**src/common/nmg_pkg.sv**
```systemverilog
// shared types and constants for the management-plane configuration path
// command words from the frame parser, read responses from the executor,
// status counters and the address map of the configuration register bank
// referenced by scoped names from every block that needs them

`default_nettype none

package nmg_pkg;

    // ****************************************
    // request type byte
    // ****************************************
    localparam logic [7:0] NM_TYPE_READ  = 8'h01;   // host reads registers/RAM
    localparam logic [7:0] NM_TYPE_WRITE = 8'h02;   // host writes registers/RAM

    // byte index of the type byte within a frame
    localparam int unsigned NM_TYPE_OFFSET = 15;

    // ****************************************
    // address map
    // ****************************************
    // registers sit at 0 .. REG_COUNT-1 as sized by the top level
    localparam logic [31:0] RAM_BASE = 32'h0000_1000;  // first RAM word

    // ****************************************
    // command and response words
    // ****************************************
    typedef enum logic {
        NM_OP_WRITE = 1'b0,
        NM_OP_READ  = 1'b1
    } nm_op_e;

    // one command of 65 bits
    typedef struct packed {
        nm_op_e      op;
        logic [31:0] addr;
        logic [31:0] data;     // don't care on reads
    } nm_cmd_t;

    // one read response of 64 bits
    typedef struct packed {
        logic [31:0] addr;
        logic [31:0] data;
    } nm_rd_resp_t;

    // status seen at the top level
    typedef struct packed {
        logic [7:0] frame_cnt;  // frames with a valid type byte
        logic [7:0] drop_cnt;   // commands lost to a full FIFO
    } nm_status_t;

endpackage

`default_nettype wire

```
**src/network_management/nm_cmd_exec.sv**
```systemverilog
// command executor
// takes one command per cycle from the queue and drives the register bank
// port in the same cycle; writes finish there, reads hold off the queue for
// one capture cycle and then present an address/data response for one cycle
// the response port has no back-pressure

`default_nettype none

module nm_cmd_exec (
    input  wire                     i_clk,
    input  wire                     i_rst_n,
    input  wire  nmg_pkg::nm_cmd_t  i_cmd,
    input  wire                     i_cmd_valid,
    input  wire  [31:0]             i_bank_rdata,
    output logic                    o_cmd_ready,
    output logic                    o_bank_en,
    output logic                    o_bank_we,
    output logic [31:0]             o_bank_addr,
    output logic [31:0]             o_bank_wdata,
    output nmg_pkg::nm_rd_resp_t    o_rd_resp,
    output logic                    o_rd_resp_valid
);

    typedef enum logic {
        S_ISSUE,
        S_CAPTURE
    } state_e;

    state_e      state;
    logic        accept;
    logic        is_read;
    logic [31:0] rd_addr;       // address of the read in flight

    // ****************************************
    // issue side
    // ****************************************
    assign o_cmd_ready = (state == S_ISSUE);
    assign accept      = i_cmd_valid && o_cmd_ready;
    assign is_read     = (i_cmd.op == nmg_pkg::NM_OP_READ);

    // bank request follows the queue head directly
    assign o_bank_en    = accept;
    assign o_bank_we    = accept && !is_read;
    assign o_bank_addr  = i_cmd.addr;
    assign o_bank_wdata = i_cmd.data;

    // ****************************************
    // sequencer
    // ****************************************
    always_ff @(posedge i_clk or negedge i_rst_n) begin
        if (!i_rst_n) begin
            state           <= S_ISSUE;
            o_rd_resp_valid <= 1'b0;
        end else begin
            o_rd_resp_valid <= 1'b0;
            case (state)
                S_ISSUE: begin
                    if (accept && is_read)
                        state <= S_CAPTURE;     // bank data arrives next cycle
                end
                S_CAPTURE: begin
                    o_rd_resp_valid <= 1'b1;
                    state           <= S_ISSUE;
                end
                default: state <= S_ISSUE;
            endcase
        end
    end

    // response payload
    always_ff @(posedge i_clk) begin
        if (accept && is_read)
            rd_addr <= i_cmd.addr;
        if (state == S_CAPTURE) begin
            o_rd_resp.addr <= rd_addr;
            o_rd_resp.data <= i_bank_rdata;
        end
    end

endmodule

`default_nettype wire

```
**config.mk**
```make
export PLATFORM = sky130hd
export DESIGN_NAME = nm_cmd_exec
export DESIGN_NICKNAME = d
export VERILOG_FILES = /design/src/common/nmg_pkg.sv /design/src/network_management/nm_cmd_exec.sv
export SDC_FILE = /design/constraint.sdc
export NUM_CORES = 1
export LEC_CHECK = 0
export ABC_CLOCK_PERIOD_IN_PS = 3800
export BUFFER_PORTS_ARGS = -buffer_cell sky130_fd_sc_hd__buf_2
export CORE_UTILIZATION = 41
export CTS_CLUSTER_SIZE = 12
export DETAILED_ROUTE_END_ITERATION = 10
export PLACE_DENSITY = 0.79
export SYNTH_ARGS = -nofsm -noshare
export SYNTH_HDL_FRONTEND = slang
export SYNTH_SLANG_ARGS = --single-unit
```
**constraint.sdc**
```tcl
create_clock -name i_clk -period 3.8 [get_ports i_clk]
set_input_delay 0.38 -clock i_clk [delete_from_list [all_inputs] [get_ports i_clk]]
set_output_delay 0.38 -clock i_clk [all_outputs]
set_load 0.1 [all_outputs]
```
# After elaboration in Yosys (flattened, before gate mapping)
# Cells that the tools add are included.
[op_classes] mux=3 bitwise_logic=1 reduce_logical=4
[op_table] op="logical AND 1 bit" count=3
[op_table] op="2-to-1 mux 1 bit" count=2
[op_table] op="case mux 1 bit (2 select lines)" count=1
[op_table] op="zero test 1 bit" count=1
[op_table] op="inverter 1 bit" count=1
[word_totals] register_bits=98 inputBits=100 out_inout_bits=132

# Logic depth before layout (Yosys ltp)
[depth] depth_word=5 depth_mapped=1 mapped_depth_nobuf=1

# Worst setup path before layout
# OpenSTA, ideal clock, no wires.
[synth_path] path_kind="register to output" from="register state" to="output port o_bank_we" t_arrival_ns=3.676 slack_ns=-0.256 stages_incl_launch_ff=2 cell_sequence="dfrtp_1 nor3b_1"
[synth_between] elab_chain_cells=3
[synth_rtl] element="from (decl)" line_no="nm_cmd_exec.sv:29" source="state_e state;"
[synth_rtl] element="from (signal assigned)" line_no="nm_cmd_exec.sv:52" source="state <= S_ISSUE;"
[synth_rtl] element="from (signal assigned)" line_no="nm_cmd_exec.sv:59" source="state <= S_CAPTURE;"
[synth_rtl] element="from (signal assigned)" line_no="nm_cmd_exec.sv:63" source="state <= S_ISSUE;"
[synth_rtl] element="inverter 1 bit" line_no="nm_cmd_exec.sv:37" source="assign o_cmd_ready = (state == S_ISSUE);"
[synth_rtl] element="logical AND 1 bit" line_no="nm_cmd_exec.sv:38" source="assign accept = i_cmd_valid && o_cmd_ready;"
[synth_rtl] element="logical AND 1 bit" line_no="nm_cmd_exec.sv:43" source="assign o_bank_we = accept && !is_read;"
[synth_rtl] element="to (decl)" line_no="nm_cmd_exec.sv:17" source="output logic o_bank_we,"
# Every way passes these cells.

# Final worst setup path
# Same ends and word-level chain as after synthesis.

==> flow_summary.ini <==
[final_layout]
fill_cells = 692
postLayoutCoreUtil = 0.506
drive_gt1_frac = 0.640
area_growth_pct = 20.1
antennaDiodeCount = 0
stdcell_area_sq_mm = 0.00414
fin_nets = 384

[logic_synthesis]
synth_most_common_cell = edfxtp_1
synth_edf_count = 96
synthCells = 167
async_flop_share = 0.0204
syn_area_per_cell_sq_um = 20.6
synth_commonest_cells = edfxtp_1 (96), buf_4 (64), and3b_1 (2), dfrtp_1 (2)
synth_cell_types = 7
yosys.area.top_type = edfxtp_1
syn_nets = 267
ys_top_cells_by_area = edfxtp_1 (84%), buf_4 (14%), dfrtp_1 (1.5%)
ys.flop_type = edfxtp_1
ys_warn_count = 0
synth_top_area_share = 0.836
ys_seq_area_frac = 0.851
ys_seq_elements = 98
syn_area_sq_mm = 0.00345

[timing]
final_max_slew_viol_count = 0
max_freq_mhz = 473
hold_viol = 0
period_share = 0.557
fin_setup_tns_ps = 0
setup_viol = 0
max_slew_margin = 0.584
fin_crit_ps = 2120
fin_skew_ps = 6.39
tightest_slew_ps = 623
setup_ws_ps = 1680
rsz0062_at_grt = false

[worst_setup_path]
cp.required_ps = 3420
r2r_cells = 1
endpoint_kind = output port
cp.arrival_ps = 1740
crit_chain = nor3b_1 > buf_2
crit_slowest_cell = dfrtp_2
cp-startpoint = state
timing.rr.end = o_rd_resp[56]
cp_max_fo = 31
crit_path_start_kind = flop
rrSetupSlack_ps = 2120
cpPeakStageDelay_ps = 650
rr_startpoint = state
criticalPathCategory = flop to output port

[global_route]
overflow = 0
grt_max_degree = 41
grt_pass1_wl_mm = 8.05
antenna_found_initial = 0
grt_pass1_vias = 1532
track_usage = 0.130

[placed_design]
portBuffers = 167
gp_congestion = 0.672
post-place-ws_ps = 2060
place_area_sq_mm = 0.00395

[worst_hold_path]
hp-class = input pin to flop
hold_depth = 1
holdPathEnd = o_rd_resp[24]
min_from = i_bank_rdata[24]

[route]
drtIter0Drc = 45
vias = 1681
drt-vias-per-instance = 4.27
dr.pass1.iters = 4
drt_wl_total_mm = 5.81
ant_nets = 0
drc = 0
routedWlPerCell_um = 14.8

[power]
switching_share = 0.328
p_sw_mw = 0.751
intPower_mw = 1.54
power.density_mw_per_mm2 = 553
leakage_nw = 1.69
pwr-share-clk = 0.261
irDropWorstVdd_mv = 0.188
pwr-share-seq = 0.547
pwr-share-comb = 0.193

[clock_network]
insertion_delay_ps = 350
clk_pin_slew_worst_paths_ps = 90
cts_root_buf = clkbuf_8
numCtsBuffers = 9
cts_setup_buffers = 0
cts_tree = done
clockBufferDepth = 2
htree_num_levels = 3
clock_sinks = 98

[job]
max_cap_viol_count = 0

[die]
die_h_um = 93.7
pin_count = 232
die_area_sq_mm = 0.00878
core_area_sq_mm = 0.00818
fp.dieW_um = 93.7
rows = 33
start_util = 0.422

[run_status]
outcome = finished, final reports clean
## cell type report
cell class / count / area [sq um] / area share
clock buffer: 10 / 128 / 0.0308
clock inverter: 6 / 51.3 / 0.0124
inverter: 1 / 3.75 / 0.000907
multi-input combinational: 4 / 31.3 / 0.00756
sequential: 98 / 2930 / 0.709
tap: 105 / 131 / 0.0317
timing repair buffer: 170 / 861 / 0.208
## metrics by stage
step	instances	power [mW]	hold WS [ps]
after floorplan	167	1.81	84.4
after global placement	377	1.71	167
after detailed placement	377	1.72	168
after CTS	394	2.33	177
after global routing	394	2.38	166
final	394	2.29	201
## per-layer routing
layer  global-route usage  part of all wire  up-vias
li1                     -                 -      775
met1                0.137              0.36      765
met2                0.212              0.49      129
met3               0.0696              0.13       12
met4               0.0641             0.020        0
met5                    0                 0        -
## power groups by stage
| stage | registers (mW) | logic (mW) | clock network [mW] |
|---|---|---|---|
| 6_report | 1.25 | 0.441 | 0.597 |
| 5_1_grt | 1.26 | 0.453 | 0.670 |
| 4_1_cts | 1.25 | 0.444 | 0.630 |
| 3_5_place_dp | 1.28 | 0.443 | 0 |
| 3_3_place_gp | 1.28 | 0.439 | 0 |
| 2_1_floorplan | 1.47 | 0.339 | 0 |
## repair_timing
action                                 in CTS  in global routing
resized for setup                           0                  0
hold buffers                                1                  0
endpoints found under the hold margin       2                  0
## cell usage in the layout, fill, tap and decap left out
cell type and n:
clkinv_4 1, buf_2 167, inv_6 1, inv_8 1
clkbuf_1 1, nor3b_1 1, clkbuf_8 9, dlygate4sd3_1 1
and3b_1 2, buf_4 2, clkinvlp_4 3, nor2b_1 1
dfrtp_1 1, dfrtp_2 1, inv_1 1, edfxtp_1 96
## registers in the layout (all words and copies together), names as in the netlist
signal           flops
state                1
rd_addr             32
o_rd_resp_valid      1
o_rd_resp           64
## worst max path at each step
stage / to / slack, ps / depth (start not counted)
after floorplan: o_bank_we / 280 / 1
after global placement: o_bank_we / 2080 / 2
after detailed placement: o_bank_we / 2060 / 2
after CTS: o_bank_we / 1650 / 2
after global routing: o_bank_we / 1510 / 2
final: o_bank_we / 1680 / 2
## cells by family after synthesis
logic type    Yosys count  synth area share
buf+inv                65             0.140
flops                  98             0.851
simple gates            4           0.00907
## worst max-delay path: cells and delay by family (launching register included)
| kind | cells | cell delay [ps] |
|---|---|---|
| simple gates | 1 | 280 |
| flops | 1 | 650 |
| buf+inv | 1 | 460 |
Note: power is estimated with default switching activity, not from simulation.
