### config.mk
export PLATFORM = sky130hd
export DESIGN_NAME = nm_cmd_fifo
export DESIGN_NICKNAME = d
export VERILOG_FILES = /design/src/common/nmg_pkg.sv /design/src/network_management/nm_cmd_fifo.sv
export SDC_FILE = /design/constraint.sdc
export NUM_CORES = 1
export LEC_CHECK = 0
export BUFFER_PORTS_ARGS = -buffer_cell sky130_fd_sc_hd__buf_2
export CORE_MARGIN = 1.5
export CORE_UTILIZATION = 53
export CTS_BUF_LIST = sky130_fd_sc_hd__clkbuf_4
export DETAILED_ROUTE_END_ITERATION = 8
export PLACE_DENSITY = 0.77
export SLEW_MARGIN = 5
export SYNTH_ARGS = -nofsm -noshare
export SYNTH_HDL_FRONTEND = slang
export SYNTH_SLANG_ARGS = --single-unit
### constraint.sdc
create_clock -name i_clk -period 2.2 [get_ports i_clk]
set_clock_uncertainty 0.05 [all_clocks]
set_input_delay 0.33 -clock i_clk [delete_from_list [all_inputs] [get_ports i_clk]]
set_output_delay 0.33 -clock i_clk [all_outputs]
set_load 0.005 [all_outputs]
### src/common/nmg_pkg.sv
// shared types and constants for the management-plane configuration path
// command words from the frame parser, read responses from the executor,
// status counters and the address map of the configuration register bank
// referenced by scoped names from every block that needs them

`default_nettype none

package nmg_pkg;

    // ****************************************
    // request type byte
    // ****************************************
    localparam logic [7:0] NM_TYPE_READ  = 8'h01;   // host reads registers/RAM
    localparam logic [7:0] NM_TYPE_WRITE = 8'h02;   // host writes registers/RAM

    // byte index of the type byte within a frame
    localparam int unsigned NM_TYPE_OFFSET = 15;

    // ****************************************
    // address map
    // ****************************************
    // registers sit at 0 .. REG_COUNT-1 as sized by the top level
    localparam logic [31:0] RAM_BASE = 32'h0000_1000;  // first RAM word

    // ****************************************
    // command and response words
    // ****************************************
    typedef enum logic {
        NM_OP_WRITE = 1'b0,
        NM_OP_READ  = 1'b1
    } nm_op_e;

    // one command of 65 bits
    typedef struct packed {
        nm_op_e      op;
        logic [31:0] addr;
        logic [31:0] data;     // don't care on reads
    } nm_cmd_t;

    // one read response of 64 bits
    typedef struct packed {
        logic [31:0] addr;
        logic [31:0] data;
    } nm_rd_resp_t;

    // status seen at the top level
    typedef struct packed {
        logic [7:0] frame_cnt;  // frames with a valid type byte
        logic [7:0] drop_cnt;   // commands lost to a full FIFO
    } nm_status_t;

endpackage

`default_nettype wire

### src/network_management/nm_cmd_fifo.sv
// command queue between the parser and the executor
// the parser side cannot stall, so a push into a full queue is dropped
// and counted; the executor side is a plain valid/ready handshake

`default_nettype none

module nm_cmd_fifo #(
    parameter int FIFO_DEPTH = 4
) (
    input  wire                     i_clk,
    input  wire                     i_rst_n,
    input  wire  nmg_pkg::nm_cmd_t  i_cmd,
    input  wire                     i_cmd_valid,
    input  wire                     i_cmd_ready,
    output nmg_pkg::nm_cmd_t        o_cmd,
    output logic                    o_cmd_valid,
    output logic [7:0]              o_drop_cnt
);

    localparam int PTR_W = (FIFO_DEPTH > 1) ? $clog2(FIFO_DEPTH) : 1;
    localparam int CNT_W = $clog2(FIFO_DEPTH + 1);

    nmg_pkg::nm_cmd_t mem [FIFO_DEPTH];
    logic [PTR_W-1:0] wr_ptr;
    logic [PTR_W-1:0] rd_ptr;
    logic [CNT_W-1:0] count;
    logic             full;
    logic             push;
    logic             pop;

    assign full        = (count == CNT_W'(FIFO_DEPTH));
    assign pop         = o_cmd_valid && i_cmd_ready;
    assign push        = i_cmd_valid && (!full || pop);   // slot freed this cycle
    assign o_cmd_valid = (count != '0);
    assign o_cmd       = mem[rd_ptr];

    always_ff @(posedge i_clk or negedge i_rst_n) begin
        if (!i_rst_n) begin
            wr_ptr     <= '0;
            rd_ptr     <= '0;
            count      <= '0;
            o_drop_cnt <= 8'd0;
        end else begin
            if (push)
                wr_ptr <= (wr_ptr == PTR_W'(FIFO_DEPTH - 1)) ? '0 : wr_ptr + 1'b1;
            if (pop)
                rd_ptr <= (rd_ptr == PTR_W'(FIFO_DEPTH - 1)) ? '0 : rd_ptr + 1'b1;
            if (push && !pop)
                count <= count + 1'b1;
            else if (pop && !push)
                count <= count - 1'b1;
            if (i_cmd_valid && !push && o_drop_cnt != 8'hff)
                o_drop_cnt <= o_drop_cnt + 8'd1;             // saturates
        end
    end

    always_ff @(posedge i_clk) begin
        if (push)
            mem[wr_ptr] <= i_cmd;
    end

endmodule

`default_nettype wire

Yosys cells after proc, flatten, opt, wreduce, memory -nomap -nowiden
Memories as Yosys holds them, arrays and structs flattened.
Index checks and enable logic that the tools add are counted.
- bits in registers: 15
- RAM bits: 260
- bits of input ports: 69
- output and inout bits: 74
- word-level logic and storage cells: 32
- memories kept: 1
- memories (memory ; words ; bits a word ; rd ports ; clocked after Yosys merged registers in ; write ports ; line ; RTL):
    mem ; 4 ; 65 ; 1 ; 0 ; 1 ; nm_cmd_fifo.sv:23 ; nmg_pkg::nm_cmd_t mem [FIFO_DEPTH];
- $add $sub $neg: 5
- eq/ne operators: 4
- mux-type cells: 6
- reduce and logical (&&, ||, !) cells: 12
- operator list (cell ; count):
    adder 8 x 1 -> 8 bit (second input constant) ; 1
    != test 8 bit (second input constant) ; 1
    logical AND 1 bit ; 6
    two-way mux 3 bit ; 2
    adder 2 x 1 -> 2 bit (second input constant) ; 2
    == test 2 bit (second input constant) ; 2
    two-way mux 2 bit ; 2
    adder 3 x 1 -> 3 bit (second input constant) ; 1
    == test 3 bit (second input constant) ; 1
    zero test 1 bit ; 3
    nonzero test 3 bit ; 1
    subtractor 3 x 1 -> 3 bit (second input constant) ; 1
    two-way mux 1 bit ; 2
    nonzero test 2 bit ; 1
    logical OR 1 bit ; 1

Depth between registers and ports, before layout
- depth in word-level cells: 8
- depth in mapped cells: 9
- mapped depth without buffers: 8

Worst setup path before layout
No wires, ideal clock.
- path kind: register -> register
- start point: register count[1]
- end point: register count[2]
- setup time: 79 ps
- arrival: 2028 ps
- data required time: 2071 ps
- slack: 43 ps
- cell stages (with the launch flop): 9
- clock period less this slack: 2157 ps
- cells stage by stage: dfrtp_1 -> or3_2 -> nand2_1 -> ha_1 -> inv_1 -> fa_1 -> xor2_1 -> nor2_1 -> xor2_1
- word-level cells in the longest chain between the ends: 7
- elaborated cells on any way between the ends: 15
- classes of those cells: 2 x add/sub; 1 x eq/ne; 2 x mux; 10 x reduce/logical
- ends and longest elaborated chain (item ; line ; RTL):
    start, declared ; nm_cmd_fifo.sv:26 ; logic [CNT_W-1:0] count;
    start signal, assigned ; nm_cmd_fifo.sv:49 ; count <= count + 1'b1;
    start signal, assigned ; nm_cmd_fifo.sv:51 ; count <= count - 1'b1;
    nonzero test 3 bit * ; nm_cmd_fifo.sv:34 ; assign o_cmd_valid = (count != '0);
    named net o_cmd_valid ; nm_cmd_fifo.sv:16 ; output logic o_cmd_valid,
    logical AND 1 bit * ; nm_cmd_fifo.sv:32 ; assign pop = o_cmd_valid && i_cmd_ready;
    logical OR 1 bit ; nm_cmd_fifo.sv:33 ; assign push = i_cmd_valid && (!full || pop);
    logical AND 1 bit ; nm_cmd_fifo.sv:33 ;
    zero test 1 bit ; nm_cmd_fifo.sv:50 ; else if (pop && !push)
    logical AND 1 bit ; nm_cmd_fifo.sv:50 ;
    nonzero test 2 bit (no line) ; n/a ;
The timed path passes the listed nets; every way through them passes the cells marked *. The select of a mux whose other input is x is not followed.
A chain may end at the register's enable or synchronous reset.

==> flow_metrics.tcl <==
set metrics [dict create \
    critPathLaunchType "flip-flop" \
    grt_pass1_wl_mm 30.2 \
    r2r_cells 9 \
    critical_path.endpoint "o_cmd[64]" \
    cts_root_buf "clkbuf_4" \
    worstMarginPinSlew_ps 347 \
    combPwrFrac_pct 32.1 \
    ys_async_sr_fraction_pct 5.45 \
    sw_frac_of_total_pct 27.1 \
    syn-num-nets 492 \
    clockPowerShare_pct 25.5 \
    viasPerCell 5.27 \
    cts_max_level 3 \
    p_int_mw 12.2 \
    yosysUniqueCellTypes 31 \
    route.vias.total 5382 \
    grt_overflow_total 0 \
    fp.coreArea_mm2 0.0188 \
    netlist_instances 415 \
    io-pin-count 143 \
    clk_pin_slew_ps 60 \
    grt_max_degree 48 \
    slew_violations 0 \
    synth_top_cell_by_area "edfxtp_1" \
    min_path_type "primary input to async pin" \
    first_pass_iters 4 \
    switchingPower_mw 4.54 \
    synth.top_cells.by_count "edfxtp_1 (260), mux4_2 (65), dfrtp_1 (15)" \
    drive_above_1_share_pct 48.7 \
    clk_latency_ps 620 \
    ant_nets 0 \
    period_share_pct 111 \
    synth_area_mm2 0.0102 \
    area_growth_syn_to_layout_pct 30.8 \
    grt_pass1_vias 5974 \
    place_ws_ps 19.0 \
    r2r_end "count[2]" \
    status "finished, violations left" \
    gp_congestion 0.869 \
    yosysWarnings 0 \
    rows 50 \
    cts_buffer_depth 3 \
    die-width_um 142 \
    period_needed_ps 2440 \
    yosysSeqAreaShare_pct 80.0 \
    critPathLaunch "rd_ptr[0]" \
    cap_viol_max_count 0 \
    nets 793 \
    power_density_mw_per_mm2 1250 \
    synthFlopType "edfxtp_1" \
    dieArea_mm2 0.0201 \
    crit_type "flip-flop to output port" \
    drcViolationCount 0 \
    rsz0062_at_grt "true" \
    r2r-start "count[2]" \
    antenna_found_initial 0 \
    dr.first_iter.drc_count 226 \
    dieHeight_um 142 \
    fmaxAchievable_ghz 0.409 \
    fin_setup_tns_ps -12810 \
    cp_max_fo 7 \
    routedWlPerCell_um 19.8 \
    timing.final.ws_setup_ps -243 \
    dp_hpwl_mm 11.0 \
    synth-seq-cells 275 \
    seqPwrFrac_pct 42.4 \
    yosysMostFrequentCell "edfxtp_1" \
    diodes 0 \
    setup-violations-final 65 \
    cts.sinks 275 \
    slew_headroom_pct 76.3 \
    synth_top_cell_area_share_pct 76.3 \
    vdd_ir_drop_max_v 0.000609 \
    start_util_pct 54.3 \
    total_leakage_power_nw 4.86 \
    violations "setup timing" \
    portBuffers 142 \
    synth_area_per_cell_um2 24.7 \
    crit_required_ps 1820 \
    tritoncts "built" \
    crit_arrival_ps 2060 \
    final-hold-violation-count 0 \
    reg2reg_slack_ps 120 \
    numCtsBuffers 71 \
    drt_wl_total_mm 20.2 \
    grt.total_usage_pct 20.0 \
    cp-end-kind "output port" \
    synthTopCellsByArea "edfxtp_1 (76%), mux4_2 (14%), dfrtp_1 (3.7%)" \
    synth-edff-count 260 \
]
## critical path, cell delays in order (launching register included)
cell	delay [ps]
dfrtp_4	460
buf_12	160
buf_16	140
mux4_2	530
buf_2	150
## power by group through the flow
stage	clock network [mW]	logic, mW	registers, mW
global placement	0	4.45	7.24
global route	4.71	5.82	7.19
detailed placement	0	4.50	7.31
floorplan	0	2.69	7.14
finish	4.28	5.40	7.11
CTS	4.43	4.82	7.12
## metrics by stage
stage,util [%],instance area (um^2),hold WS (ps),instances,power [mW]
2_1_floorplan,-,10200,-15.6,415,9.83
5_1_grt,71.1,13400,87.2,1022,17.7
3_3_place_gp,60.9,11500,202,821,11.7
6_report,71.1,13400,113,1022,16.8
4_1_cts,69.6,13100,55.7,1012,16.4
3_5_place_dp,60.9,11500,223,821,11.8
## how the worst min path moves through the flow
stage	cells past startpoint	slack, ps	from	endpoint
final	2	110	i_rst_n	o_drop_cnt[5]
after global routing	2	90	i_rst_n	count[0]
after CTS	2	60	i_rst_n	o_drop_cnt[5]
after detailed placement	1	220	i_rst_n	o_drop_cnt[0]
after global placement	1	200	i_rst_n	o_drop_cnt[1]
after floorplan	0	-20	i_rst_n	count[0]
## layout by cell type (no fill, tap or decap), types with 2 or more instances in the layout
| cell | count |
|---|---|
| ha_1 | 6 |
| buf_2 | 136 |
| dfrtp_4 | 2 |
| buf_4 | 15 |
| xor2_1 | 3 |
| buf_12 | 11 |
| nand4_1 | 3 |
| nor2_1 | 4 |
| o21ai_0 | 3 |
| edfxtp_1 | 260 |
| mux2_2 | 6 |
| inv_1 | 4 |
| dlygate4sd3_1 | 67 |
| bufinv_16 | 2 |
| buf_16 | 3 |
| clkbuf_4 | 107 |
| mux4_2 | 65 |
| clkinv_1 | 8 |
| xnor2_1 | 3 |
| and3_4 | 4 |
| clkbuf_16 | 5 |
| nand2_1 | 2 |
| a31oi_1 | 2 |
| o211ai_1 | 2 |
| nand3_1 | 2 |
| and4_1 | 3 |
| buf_6 | 6 |
| dfrtp_1 | 13 |
## registers in the layout (all words and copies together) (netlist names)
name / cells
mem: 260
o_drop_cnt: 8
count: 3
rd_ptr: 2
wr_ptr: 2
## routing by layer
metal / up-vias / share of wire, % / GRT usage (%)
met2: 201 / 53 / 35.0
li1: 2420 / - / -
met4: 0 / 1.6 / 9.06
met1: 2730 / 39 / 23.2
met3: 31 / 6.4 / 5.69
met5: - / 0 / 0
## logic make-up after synthesis
kind of cell | count (synthesis) | synth area share [%]
XOR/XNOR | 6 | 0.514
flip-flops | 275 | 80.0
buffers and inverters | 20 | 0.905
AO/OA/AOI/OAI | 10 | 0.856
adder cells (fa/ha/maj) | 8 | 1.05
multiplexers | 71 | 15.0
AND/OR/NAND/NOR | 25 | 1.72
## area by class of cell
class / count / area, um^2
sequential: 275 / 8190
fill: 1149 / 5440
multi-input combinational: 120 / 1980
timing repair buffer: 244 / 1970
clock buffer: 107 / 803
tap: 260 / 325
clock inverter: 12 / 98.8
inverter: 4 / 15.0
## what timing repair did
item / in CTS / in global routing
gates cloned: 0 / 7
gates resized for setup: 4 / 20
setup endpoints to repair: 65 / 66
endpoints found under the hold margin: 276 / 0
hold buffers: 67 / 0
buffers inserted: 5 / 4
(Power assumes the default switching activity.)
