===== src/common/nmg_pkg.sv =====
// shared types and constants for the management-plane configuration path
// command words from the frame parser, read responses from the executor,
// status counters and the address map of the configuration register bank
// referenced by scoped names from every block that needs them

`default_nettype none

package nmg_pkg;

    // ****************************************
    // request type byte
    // ****************************************
    localparam logic [7:0] NM_TYPE_READ  = 8'h01;   // host reads registers/RAM
    localparam logic [7:0] NM_TYPE_WRITE = 8'h02;   // host writes registers/RAM

    // byte index of the type byte within a frame
    localparam int unsigned NM_TYPE_OFFSET = 15;

    // ****************************************
    // address map
    // ****************************************
    // registers sit at 0 .. REG_COUNT-1 as sized by the top level
    localparam logic [31:0] RAM_BASE = 32'h0000_1000;  // first RAM word

    // ****************************************
    // command and response words
    // ****************************************
    typedef enum logic {
        NM_OP_WRITE = 1'b0,
        NM_OP_READ  = 1'b1
    } nm_op_e;

    // one command of 65 bits
    typedef struct packed {
        nm_op_e      op;
        logic [31:0] addr;
        logic [31:0] data;     // don't care on reads
    } nm_cmd_t;

    // one read response of 64 bits
    typedef struct packed {
        logic [31:0] addr;
        logic [31:0] data;
    } nm_rd_resp_t;

    // status seen at the top level
    typedef struct packed {
        logic [7:0] frame_cnt;  // frames with a valid type byte
        logic [7:0] drop_cnt;   // commands lost to a full FIFO
    } nm_status_t;

endpackage

`default_nettype wire


===== src/network_management/nm_frame_parse.sv =====
// management frame parser
// walks the 9-bit byte stream, bit 8 flags first and last byte of a frame,
// pulls out the MACs, the request type, the word count and the base address,
// then turns each following 4-byte word into one command with a 1-cycle valid
// a strobe gap anywhere inside a frame drops back to idle

`default_nettype none

module nm_frame_parse (
    input  wire                     i_clk,
    input  wire                     i_rst_n,
    input  wire  [8:0]              i_data,
    input  wire                     i_data_wr,
    output logic [47:0]             o_dmac,
    output logic [47:0]             o_smac,
    output logic                    o_frame_pulse,
    output nmg_pkg::nm_cmd_t        o_cmd,
    output logic                    o_cmd_valid,
    output logic [7:0]              o_frame_cnt
);

    typedef enum logic [2:0] {
        S_IDLE,
        S_DMAC,
        S_SMAC,
        S_TYPE,
        S_COUNT,
        S_ADDR,
        S_DATA,
        S_DISC
    } state_e;

    state_e      state;
    logic [3:0]  byte_cnt;      // header byte index, then byte within a field
    logic [15:0] rem_cnt;       // command words still to come
    logic        first_word;    // next word uses the base address as is
    logic        type_hit;      // current byte is the type byte
    logic        type_ok;

    assign type_hit = (state == S_TYPE) && (byte_cnt == 4'(nmg_pkg::NM_TYPE_OFFSET));
    assign type_ok  = (i_data[7:0] == nmg_pkg::NM_TYPE_READ) ||
                      (i_data[7:0] == nmg_pkg::NM_TYPE_WRITE);

    // ****************************************
    // control FSM
    // ****************************************
    always_ff @(posedge i_clk or negedge i_rst_n) begin
        if (!i_rst_n) begin
            state         <= S_IDLE;
            byte_cnt      <= 4'd0;
            rem_cnt       <= 16'd0;
            first_word    <= 1'b0;
            o_frame_pulse <= 1'b0;
            o_cmd_valid   <= 1'b0;
            o_frame_cnt   <= 8'd0;
        end else begin
            o_cmd_valid <= 1'b0;
            if (state != S_IDLE && !i_data_wr) begin
                state         <= S_IDLE;    // strobe gap abandons the frame
                o_frame_pulse <= 1'b0;
            end else begin
                case (state)
                    S_IDLE: begin
                        if (i_data_wr && i_data[8]) begin
                            byte_cnt      <= 4'd1;
                            o_frame_pulse <= 1'b1;
                            state         <= S_DMAC;
                        end
                    end
                    S_DMAC: begin
                        byte_cnt <= byte_cnt + 4'd1;
                        if (byte_cnt == 4'd5)
                            state <= S_SMAC;
                    end
                    S_SMAC: begin
                        byte_cnt <= byte_cnt + 4'd1;
                        if (byte_cnt == 4'd11)
                            state <= S_TYPE;
                    end
                    S_TYPE: begin
                        byte_cnt <= byte_cnt + 4'd1;     // skips bytes 12..14
                        if (type_hit) begin
                            byte_cnt      <= 4'd0;
                            o_frame_pulse <= 1'b0;
                            if (type_ok) begin
                                o_frame_cnt <= o_frame_cnt + 8'd1;
                                state       <= S_COUNT;
                            end else begin
                                state <= S_IDLE;
                            end
                        end
                    end
                    S_COUNT: begin
                        rem_cnt  <= {rem_cnt[7:0], i_data[7:0]};   // MSB first
                        byte_cnt <= byte_cnt + 4'd1;
                        if (byte_cnt == 4'd1) begin
                            byte_cnt <= 4'd0;
                            state    <= S_ADDR;
                        end
                    end
                    S_ADDR: begin
                        byte_cnt <= byte_cnt + 4'd1;
                        if (byte_cnt == 4'd3) begin
                            byte_cnt   <= 4'd0;
                            first_word <= 1'b1;
                            if (rem_cnt != 16'd0)
                                state <= S_DATA;
                            else
                                state <= i_data[8] ? S_IDLE : S_DISC;  // empty frame
                        end
                    end
                    S_DATA: begin
                        byte_cnt <= byte_cnt + 4'd1;
                        if (byte_cnt == 4'd3) begin
                            byte_cnt    <= 4'd0;
                            first_word  <= 1'b0;
                            o_cmd_valid <= 1'b1;
                            if (rem_cnt == 16'd1)
                                state <= i_data[8] ? S_IDLE : S_DISC;
                            else
                                rem_cnt <= rem_cnt - 16'd1;
                        end
                    end
                    S_DISC: begin
                        if (i_data[8])
                            state <= S_IDLE;                   // end flag found
                    end
                    default: state <= S_IDLE;
                endcase
            end
        end
    end

    // ****************************************
    // header fields and command payload
    // ****************************************
    always_ff @(posedge i_clk) begin
        if (i_data_wr) begin
            if ((state == S_IDLE && i_data[8]) || state == S_DMAC)
                o_dmac <= {o_dmac[39:0], i_data[7:0]};
            if (state == S_SMAC)
                o_smac <= {o_smac[39:0], i_data[7:0]};
            if (type_hit)
                o_cmd.op <= (i_data[7:0] == nmg_pkg::NM_TYPE_READ) ?
                            nmg_pkg::NM_OP_READ : nmg_pkg::NM_OP_WRITE;
            if (state == S_ADDR)
                o_cmd.addr <= {o_cmd.addr[23:0], i_data[7:0]};
            if (state == S_DATA) begin
                o_cmd.data <= {o_cmd.data[23:0], i_data[7:0]};
                if (byte_cnt == 4'd3 && !first_word)
                    o_cmd.addr <= o_cmd.addr + 32'd1;     // later words step on
            end
        end
    end

endmodule

`default_nettype wire


===== config.mk =====
export PLATFORM = sky130hd
export DESIGN_NAME = nm_frame_parse
export DESIGN_NICKNAME = d
export VERILOG_FILES = /design/src/common/nmg_pkg.sv /design/src/network_management/nm_frame_parse.sv
export SDC_FILE = /design/constraint.sdc
export NUM_CORES = 1
export LEC_CHECK = 0
export BUFFER_PORTS_ARGS = -buffer_cell sky130_fd_sc_hd__clkbuf_2
export CAP_MARGIN = 15
export CORE_MARGIN = 5
export CORE_UTILIZATION = 40
export CTS_BUF_LIST = sky130_fd_sc_hd__clkbuf_4 sky130_fd_sc_hd__clkbuf_8 sky130_fd_sc_hd__clkbuf_16
export DETAILED_ROUTE_END_ITERATION = 12
export PLACE_DENSITY_LB_ADDON = 0.08
export SLEW_MARGIN = 5
export SYNTH_ARGS = -nofsm -noshare
export SYNTH_HDL_FRONTEND = slang
export SYNTH_SLANG_ARGS = --single-unit

===== constraint.sdc =====
create_clock -name i_clk -period 7.35 [get_ports i_clk]
set_input_delay 1.47 -clock i_clk [delete_from_list [all_inputs] [get_ports i_clk]]
set_output_delay 1.47 -clock i_clk [all_outputs]
set_load 0.01 [all_outputs]

==> Word-level counts from Yosys, hierarchy flattened <==
Index checks and enable logic that the tools add are counted.
{ "op_classes": {"add_sub_neg": 4, "n_reduce_logical": 28, "n_eq_ne": 28, "n_mux": 36, "bitwise_logic": 1} }
{ "ops": {"columns": ["cell", "count"], "rows": [
  ["32-bit 2-to-1 mux", 2],
  ["64-bit 2-to-1 mux", 1],
  ["3-bit 2-to-1 mux", 13],
  ["32-bit by 1-bit adder with 32-bit output, second input constant", 1],
  ["16-bit 2-to-1 mux", 2],
  ["16-bit one-hot mux with 2 select lines", 1],
  ["3-bit != test, second input constant", 8],
  ["3-bit one-hot mux with 8 select lines", 1],
  ["4-bit one-hot mux with 5 select lines", 1],
  ["16-bit by 1-bit == test with 1-bit output, second input constant", 1],
  ["4-bit 2-to-1 mux", 4],
  ["16-bit nonzero test", 1],
  ["16-bit by 1-bit subtractor with 16-bit output, second input constant", 1],
  ["3-bit == test, second input constant", 4],
  ["4-bit AND reduction", 3],
  ["1-bit 2-to-1 mux", 9],
  ["9-bit AND reduction", 1],
  ["8-bit by 1-bit adder with 8-bit output, second input constant", 1],
  ["4-bit == test, second input constant", 2],
  ["8-bit by 1-bit == test with 1-bit output, second input constant", 1],
  ["8-bit by 2-bit == test with 1-bit output, second input constant", 1],
  ["2-bit != test, second input constant", 4],
  ["2-bit AND reduction", 4],
  ["3-bit by 2-bit == test with 1-bit output, second input constant", 2],
  ["17 further kinds", 28]
]} }
{ "totals": {"regBits": 195, "input_bits": 12, "elab_cells": 109} }

==> Logic depth before layout (Yosys ltp) <==
Gate-level depths: netlist of run 1.
{ "depth": {"word_depth": 6, "depth_mapped": 10, "depth_no_buf": 7} }

==> Worst setup path after synthesis of run 1 <==
OpenSTA, ideal clock, no wires.
{ "synth_path": {"path_type": "input to register", "from": "input i_data[8]", "to": "register o_dmac[0], enable pin", "slack_ns": 0.464, "path_stages": 3, "arrival_ns": 6.314, "setup_time_ns": 0.573, "cell_sequence": "clkbuf_1 -> nor2_1 -> nor4_1"} }
{ "synth_via": {"elab_chain_len": 3} }
{ "synth_rtl": {"columns": ["element", "line_no", "rtl"], "rows": [
  ["start: declaration", "nm_frame_parse.sv:12", "input wire [8:0] i_data,"],
  ["1-bit logical AND", "nm_frame_parse.sv:139", "if ((state == S_IDLE && i_data[8]) || state == S_DMAC)"],
  ["1-bit logical OR", "nm_frame_parse.sv:139", null],
  ["2-bit AND reduction (no source line)", null, null],
  ["end signal: assignment", "nm_frame_parse.sv:140", "o_dmac <= {o_dmac[39:0], i_data[7:0]};"],
  ["end: declaration", "nm_frame_parse.sv:14", "output logic [47:0] o_dmac,"]
]} }
No other way between the ends.
A chain may end at the register's enable or synchronous reset.

==> Worst setup path after layout of run 1 <==
{ "layout_path": {"from": "input i_data_wr", "to": "register rem_cnt[5]"} }
{ "layout_via": {"elab_chain_len": 4} }
{ "layout_rtl": {"columns": ["element", "line_no", "rtl"], "rows": [
  ["start: declaration", "nm_frame_parse.sv:13", "input wire i_data_wr,"],
  ["1-bit logical NOT", "nm_frame_parse.sv:58", "if (state != S_IDLE && !i_data_wr) begin"],
  ["1-bit logical AND", "nm_frame_parse.sv:58", null],
  ["1-bit NOT (no source line)", null, null],
  ["4-bit AND reduction (no source line)", null, null],
  ["end signal: assignment", "nm_frame_parse.sv:94", "rem_cnt <= {rem_cnt[7:0], i_data[7:0]};"],
  ["end signal: assignment", "nm_frame_parse.sv:121", "rem_cnt <= rem_cnt - 16'd1;"],
  ["end: declaration", "nm_frame_parse.sv:35", "logic [15:0] rem_cnt;"]
]} }
No other way between the ends.

==> impl_metrics.env, run 1 <==
export IMPL_outcome="completed"
export IMPL_grt_overflow=0
export IMPL_swShare_pct=30.3
export IMPL_fin_crit_ns=3.38
export IMPL_crit_path_max_fanout=45
export IMPL_endpoint_kind="flop"
export IMPL_wire_per_inst_um=19.0
export IMPL_port_buffers=182
export IMPL_clockBufferDepth=2
export IMPL_fin_crit_sh_pct=46.0
export IMPL_nFillCells=1824
export IMPL_dr_pass1_iters=5
export IMPL_drt_iter0_drc=457
export IMPL_grt_pass1_vias=5749
export IMPL_synthDistinctLibCells=69
export IMPL_multi_input_area_um2=2440
export IMPL_power_leakage_nw=3.86
export IMPL_synth_edff_count=161
export IMPL_antenna_left=0
export IMPL_required_ns=7.63
export IMPL_ys_ff_latch=195
export IMPL_regArea_um2=5690
export IMPL_clkSlewWorstSetupHoldPaths_ns=0.08
export IMPL_p_seq_share_pct=52.1
export IMPL_dieWidth_um=154
export IMPL_row_count=52
export IMPL_place_gp_congestion=0.852
export IMPL_yosysSeqAreaShare_pct=68.5
export IMPL_switching_power_mw=0.863
export IMPL_synthesis_area_um2=8300
export IMPL_worstMarginPinSlew_ns=1.05
export IMPL_dp_hpwl_mm=14.5
export IMPL_insertion_delay_ns=0.44
export IMPL_ys_flop_type="edfxtp_1"
export IMPL_postCtsSetupRepairBufs=0
export IMPL_fin_hold_ws_ns=0.447
export IMPL_ios=183
export IMPL_min_path_cells=0
export IMPL_internal_power_mw=1.98
export IMPL_start_kind="input port"
export IMPL_cts_tree="built"
export IMPL_routed_via_density=5.53
export IMPL_worstReg2RegStart="byte_cnt[0]"
export IMPL_area_growth_pct=21.4
export IMPL_criticalPathCategory="input port to flop"
export IMPL_core_um2=20400
export IMPL_synth_fp_nets=648
export IMPL_drc=0
export IMPL_routed_wl_mm=20.6
export IMPL_antenna_cells=0
export IMPL_syn_avg_cell_area_um2=13.2
export IMPL_grt_pass1_wl_mm=32.8
export IMPL_finClkSkew_ns=0.0132
export IMPL_fin_tns_setup_ns=0
export IMPL_initial_utilization_pct=40.8
export IMPL_p_clk_share_pct=32.8
export IMPL_fmax_ghz=0.296
export IMPL_drv_slew=0
export IMPL_maxSlewHeadroom_pct=29.4
export IMPL_max_cap_viol_count=0
export IMPL_finalHoldViolCount=0
export IMPL_netlist_instances=629
export IMPL_layout_cells_non_filler=1086
export IMPL_critPathArrivalTime_ns=3.66
export IMPL_final_util_pct=49.5
export IMPL_antenna_found_initial=0
export IMPL_p_total_mw=2.85
export IMPL_fp_dieH_um=154
export IMPL_power_density_nw_per_um2=283
export IMPL_grt_max_degree=49
export IMPL_max_vdd_ir_drop_mv=0.147
export IMPL_async_flop_share_pct=17.4
export IMPL_yosysWarnings=0
export IMPL_cts_sinks=195
export IMPL_grt_use_total_pct=17.2
export IMPL_rsz0062_at_grt="no"
export IMPL_die_area_um2=23700
export IMPL_reg2reg_depth=6
export IMPL_setup_viol=0
export IMPL_hold_class="flop to flop"
export IMPL_vias=6001
export IMPL_cts_hold_buf=0
export IMPL_crit_path_start="i_data_wr"
export IMPL_nets=822
export IMPL_root_buffer="clkbuf_16"
export IMPL_combPwrFrac_pct=15.1
export IMPL_placedCellCount=1054
export IMPL_ctsHtreeMaxLevel=4
export IMPL_postCtsResizedCells=0
export IMPL_min_from="o_smac[18]"
export IMPL_numCtsBuffers=17
export IMPL_drive_above_1_share_pct=29.9
-- cell families (layout without fill, tap and decap cells) --
group | Yosys count | after routing | synth area share [%]
compound gates | 142 | 142 | 11.8
xor+xnor | 8 | 8 | 0.844
simple gates | 230 | 230 | 15.0
fa+ha+maj | 7 | 7 | 1.06
flops | 195 | 195 | 68.5
mux | 2 | 2 | 0.271
buf+inv | 45 | 232 | 2.46
-- metrics by stage --
stage	setup slack (ns)	cell area, um2
after floorplan	0.464	8300
after global placement	3.57	9470
after detailed placement	3.53	9470
after CTS	4.00	10100
after global routing	3.75	10100
final	3.97	10100
-- registers in the layout, indices dropped and copies added (netlist names) --
name and flops:
o_frame_cnt 8, o_frame_pulse 1, o_dmac 48, first_word 1
o_cmd_valid 1, o_smac 48, rem_cnt 16, byte_cnt 4
state 3, o_cmd 65
-- cells in the final DEF (no fill, tap or decap), types with 7 or more instances in the layout --
cell,count
clkbuf_2,182
edfxtp_1,161
nor2_1,50
nand2_1,39
dfrtp_1,34
nand3_1,31
nor3_1,29
o21ai_0,25
a21oi_1,25
clkbuf_16,17
a211oi_1,15
inv_1,11
and3_1,11
o22ai_1,10
nor4_1,8
a2bb2oi_1,7
nand4_1,7
xnor2_1,7
o31ai_1,7
or3_1,7
ha_1,7
clkinv_8,7
-- layout make-up --
class,count,share of cell area (%)
Inverter,12,0.447
Timing Repair Buffer,188,9.49
Clock buffer,17,4.22
Clock inverter,15,1.85
Multi-Input combinational cell,389,24.2
Sequential cell,195,56.4
Tap cell,270,3.35
-- metal layers --
layer	vias up	wire, um	share of wire (%)	track usage, %
met5	-	0	0	0
met4	0	256	1.2	5.09
met3	22	1470	7.1	3.85
met2	233	9360	45	26.1
met1	2927	9560	46	24.7
li1	2819	-	-	-
-- critical path, cell delays in order --
cell	delay [ns]
clkbuf_2	0.07
buf_4	0.46
inv_1	0.31
nor2_1	0.23
nand2_1	0.32
nor2_1	0.63
a21oi_1	0.14
-- cells in the mapped netlist (all sizes together), types with 6 or more instances --
cell type,count,area share (%)
edfxtp,161,58
nand4,7,0.53
clkbuf,21,0.95
xnor2,7,0.74
a211oi,16,1.5
o31ai,7,0.63
or3,9,0.80
and4,6,0.63
a2bb2oi,7,0.74
nor4,11,1.0
o21ai,27,1.6
nand2,39,1.8
a21oi,25,1.5
a31oi,6,0.45
o22ai,10,0.75
inv,11,0.50
nor2,51,2.3
a311oi,6,0.63
nand3,31,1.9
buf,12,0.96
and3,11,0.83
dfrtp,34,10
ha,7,1.1
nor3,34,2.4
-- power groups by stage --
| stage | clock network (mW) | registers, mW | logic, mW |
|---|---|---|---|
| after detailed placement | 0 | 1.51 | 0.434 |
| after global routing | 1.01 | 1.51 | 0.473 |
| after CTS | 0.956 | 1.48 | 0.434 |
| after floorplan | 0 | 1.51 | 0.258 |
| final | 0.933 | 1.48 | 0.430 |
| after global placement | 0 | 1.50 | 0.430 |
-- worst paths after layout --
path / endpoint / slack (ns)
max: rem_cnt[5] / 3.97
min: o_smac[26] / 0.45
max reg2reg: o_cmd[49] / 4.30
min reg2reg: o_smac[26] / 0.45
max in group asynchronous: rem_cnt[5] / 5.63
min in group asynchronous: o_frame_cnt[5] / 1.15
Power figures use the tool's default switching activity.
==> inputs of run 2 (changes only) <==
==> constraint.sdc (replaced) <==
create_clock -name i_clk -period 3 [get_ports i_clk]
set_input_delay 0.6 -clock i_clk [delete_from_list [all_inputs] [get_ports i_clk]]
set_output_delay 0.6 -clock i_clk [all_outputs]
set_load 0.01 [all_outputs]
==> run 2 against run 1 <==
Against the previous run:
- register-to-register slack worse by 3.8 ns
- first-iteration DRC count is 12% higher
- sequential power is 140% higher
- clock power is 140% higher
- largest cell class unchanged
- clock skew hardly changed
- cell count is 1.5% higher
==> impl_metrics.env, run 2 (synthesis results as in run 1) <==
export IMPL_outcome="completed"
export IMPL_clockBufferDepth=2
export IMPL_reg_largest_list="o_cmd: 65 flops, o_dmac: 48 flops, o_smac: 48 flops"
export IMPL_reg2reg_depth=7
export IMPL_drt_iter0_drc=510
export IMPL_maxSlewHeadroom_pct=39.3
export IMPL_routed_wl_mm=21.3
export IMPL_nets=838
export IMPL_layout_cells_non_filler=1102
export IMPL_antenna_left=0
export IMPL_insertion_delay_ns=0.44
export IMPL_wire_per_inst_um=19.3
export IMPL_p_clk_share_pct=32.2
export IMPL_grt_pass1_wl_mm=33.0
export IMPL_rsz0062_at_grt="no"
export IMPL_power_leakage_nw=3.93
export IMPL_ios=183
export IMPL_regArea_um2=5690
export IMPL_fin_crit_sh_pct=84.7
export IMPL_fmax_ghz=0.394
export IMPL_r2r_end="o_cmd[60]"
export IMPL_place_gp_congestion=0.864
export IMPL_core_um2=20400
export IMPL_dp_slack_ns=0.308
export IMPL_fp_dieH_um=154
export IMPL_criticalPathCategory="flop to flop"
export IMPL_dr_pass1_iters=5
export IMPL_crit_path_max_fanout=23
export IMPL_drv_slew=0
export IMPL_combPwrFrac_pct=16.0
export IMPL_setup_ws_ns=0.460
export IMPL_routed_via_density=5.58
export IMPL_fin_crit_ns=2.54
export IMPL_fin_hold_ws_ns=0.287
export IMPL_max_vdd_ir_drop_mv=0.384
export IMPL_swShare_pct=30.0
export IMPL_dp_hpwl_mm=15.2
export IMPL_p_seq_share_pct=51.8
export IMPL_endpoint_kind="flop"
export IMPL_final_cell_mix="clkbuf_2 (182), edfxtp_1 (161), nor2_1 (50)"
export IMPL_switching_power_mw=2.10
export IMPL_top_register="o_cmd"
export IMPL_die_area_um2=23700
export IMPL_initial_utilization_pct=40.8
export IMPL_critPathArrivalTime_ns=2.73
export IMPL_drive_above_1_share_pct=31.1
export IMPL_postCtsResizedCells=0
export IMPL_cts_sinks=195
export IMPL_clkSlewWorstSetupHoldPaths_ns=0.08
export IMPL_largest_reg_flops=65
export IMPL_ctsHtreeMaxLevel=4
export IMPL_start_kind="flop"
export IMPL_drc=0
export IMPL_placedCellCount=1070
export IMPL_numCtsBuffers=17
export IMPL_fin_tns_setup_ns=0
export IMPL_dieWidth_um=154
export IMPL_grt_overflow=0
export IMPL_cts_tree="built"
export IMPL_port_buffers=182
export IMPL_row_count=52
export IMPL_antenna_found_initial=0
export IMPL_multi_input_area_um2=2440
export IMPL_area_growth_pct=23.0
export IMPL_layout_commonest_cell="clkbuf_2"
export IMPL_hold_class="input port to asynchronous set/reset pin"
export IMPL_grt_max_degree=49
export IMPL_postCtsSetupRepairBufs=0
export IMPL_cts_hold_buf=0
export IMPL_grt_use_total_pct=17.4
export IMPL_setup_viol=0
export IMPL_finClkSkew_ns=0.0133
export IMPL_vias=6151
export IMPL_r2r_slack_ns=0.46
export IMPL_required_ns=3.19
export IMPL_finalHoldViolCount=0
export IMPL_power_density_nw_per_um2=684
export IMPL_endpoint="o_cmd[60]"
export IMPL_nFillCells=1816
export IMPL_max_cap_viol_count=0
export IMPL_worstMarginPinSlew_ns=0.910
export IMPL_internal_power_mw=4.89
export IMPL_antenna_cells=0
export IMPL_root_buffer="clkbuf_16"
export IMPL_worstReg2RegStart="byte_cnt[0]"
export IMPL_grt_pass1_vias=5810
export IMPL_p_total_mw=6.98
export IMPL_crit_path_start="byte_cnt[0]"
[run 2: cell types whose count changed in the layout (fill, tap and decap cells not counted)]
cell and delta:
nor3_4 -1, inv_8 -1, nor2_2 +1, nor3_1 +1, nor2_4 -1, nor4_4 +2
buf_12 +1, buf_4 +15, nor4_2 -2, clkinv_4 +1
[run 2: power by group through the flow]
stage / registers (mW) / clock network, mW / logic, mW
after CTS: 3.61 / 2.31 / 1.13
after detailed placement: 3.67 / 0 / 1.13
final: 3.61 / 2.25 / 1.12
after global routing: 3.66 / 2.44 / 1.23
after floorplan: 3.66 / 0 / 0.653
after global placement: 3.65 / 0 / 1.11
[run 2: metrics by stage]
stage          util [%]  area (um2)
2_1_floorplan         -        8330
3_3_place_gp       47.1        9600
3_5_place_dp       47.1        9600
4_1_cts            50.1       10200
5_1_grt            50.1       10200
6_report           50.1       10200
[run 2: critical path, stage by stage, from the launching register on]
cell,delay (ns)
dfrtp_1,0.41
ha_1,0.29
or3b_1,0.39
or3_1,0.38
buf_12,0.19
or3_4,0.34
o32ai_2,0.20
nor2_1,0.09
[run 2: metal layers]
metal | GRT usage [%] | part of all wire (%) | vias up | wire (um)
met5 | 0 | 0 | - | 0
met4 | 4.63 | 1.1 | 0 | 244
met3 | 3.79 | 6.6 | 19 | 1410
met2 | 26.6 | 46 | 248 | 9830
met1 | 25.2 | 46 | 3044 | 9830
li1 | - | - | 2840 | -
[run 2: worst min path at each step]
stage,to
final,o_frame_cnt[3]
after global routing,o_frame_cnt[5]
after global placement,o_smac[26]
after CTS,o_frame_cnt[3]
after floorplan,byte_cnt[0]
after detailed placement,o_dmac[34]
[run 2: area by class of cell]
type / count / area share (%)
clock buffers: 17 / 4.17
clock inverters: 15 / 1.80
inverters: 12 / 0.441
multi-input cells: 389 / 23.9
flip-flops and latches: 195 / 55.7
well taps: 270 / 3.31
repair buffers: 204 / 10.7
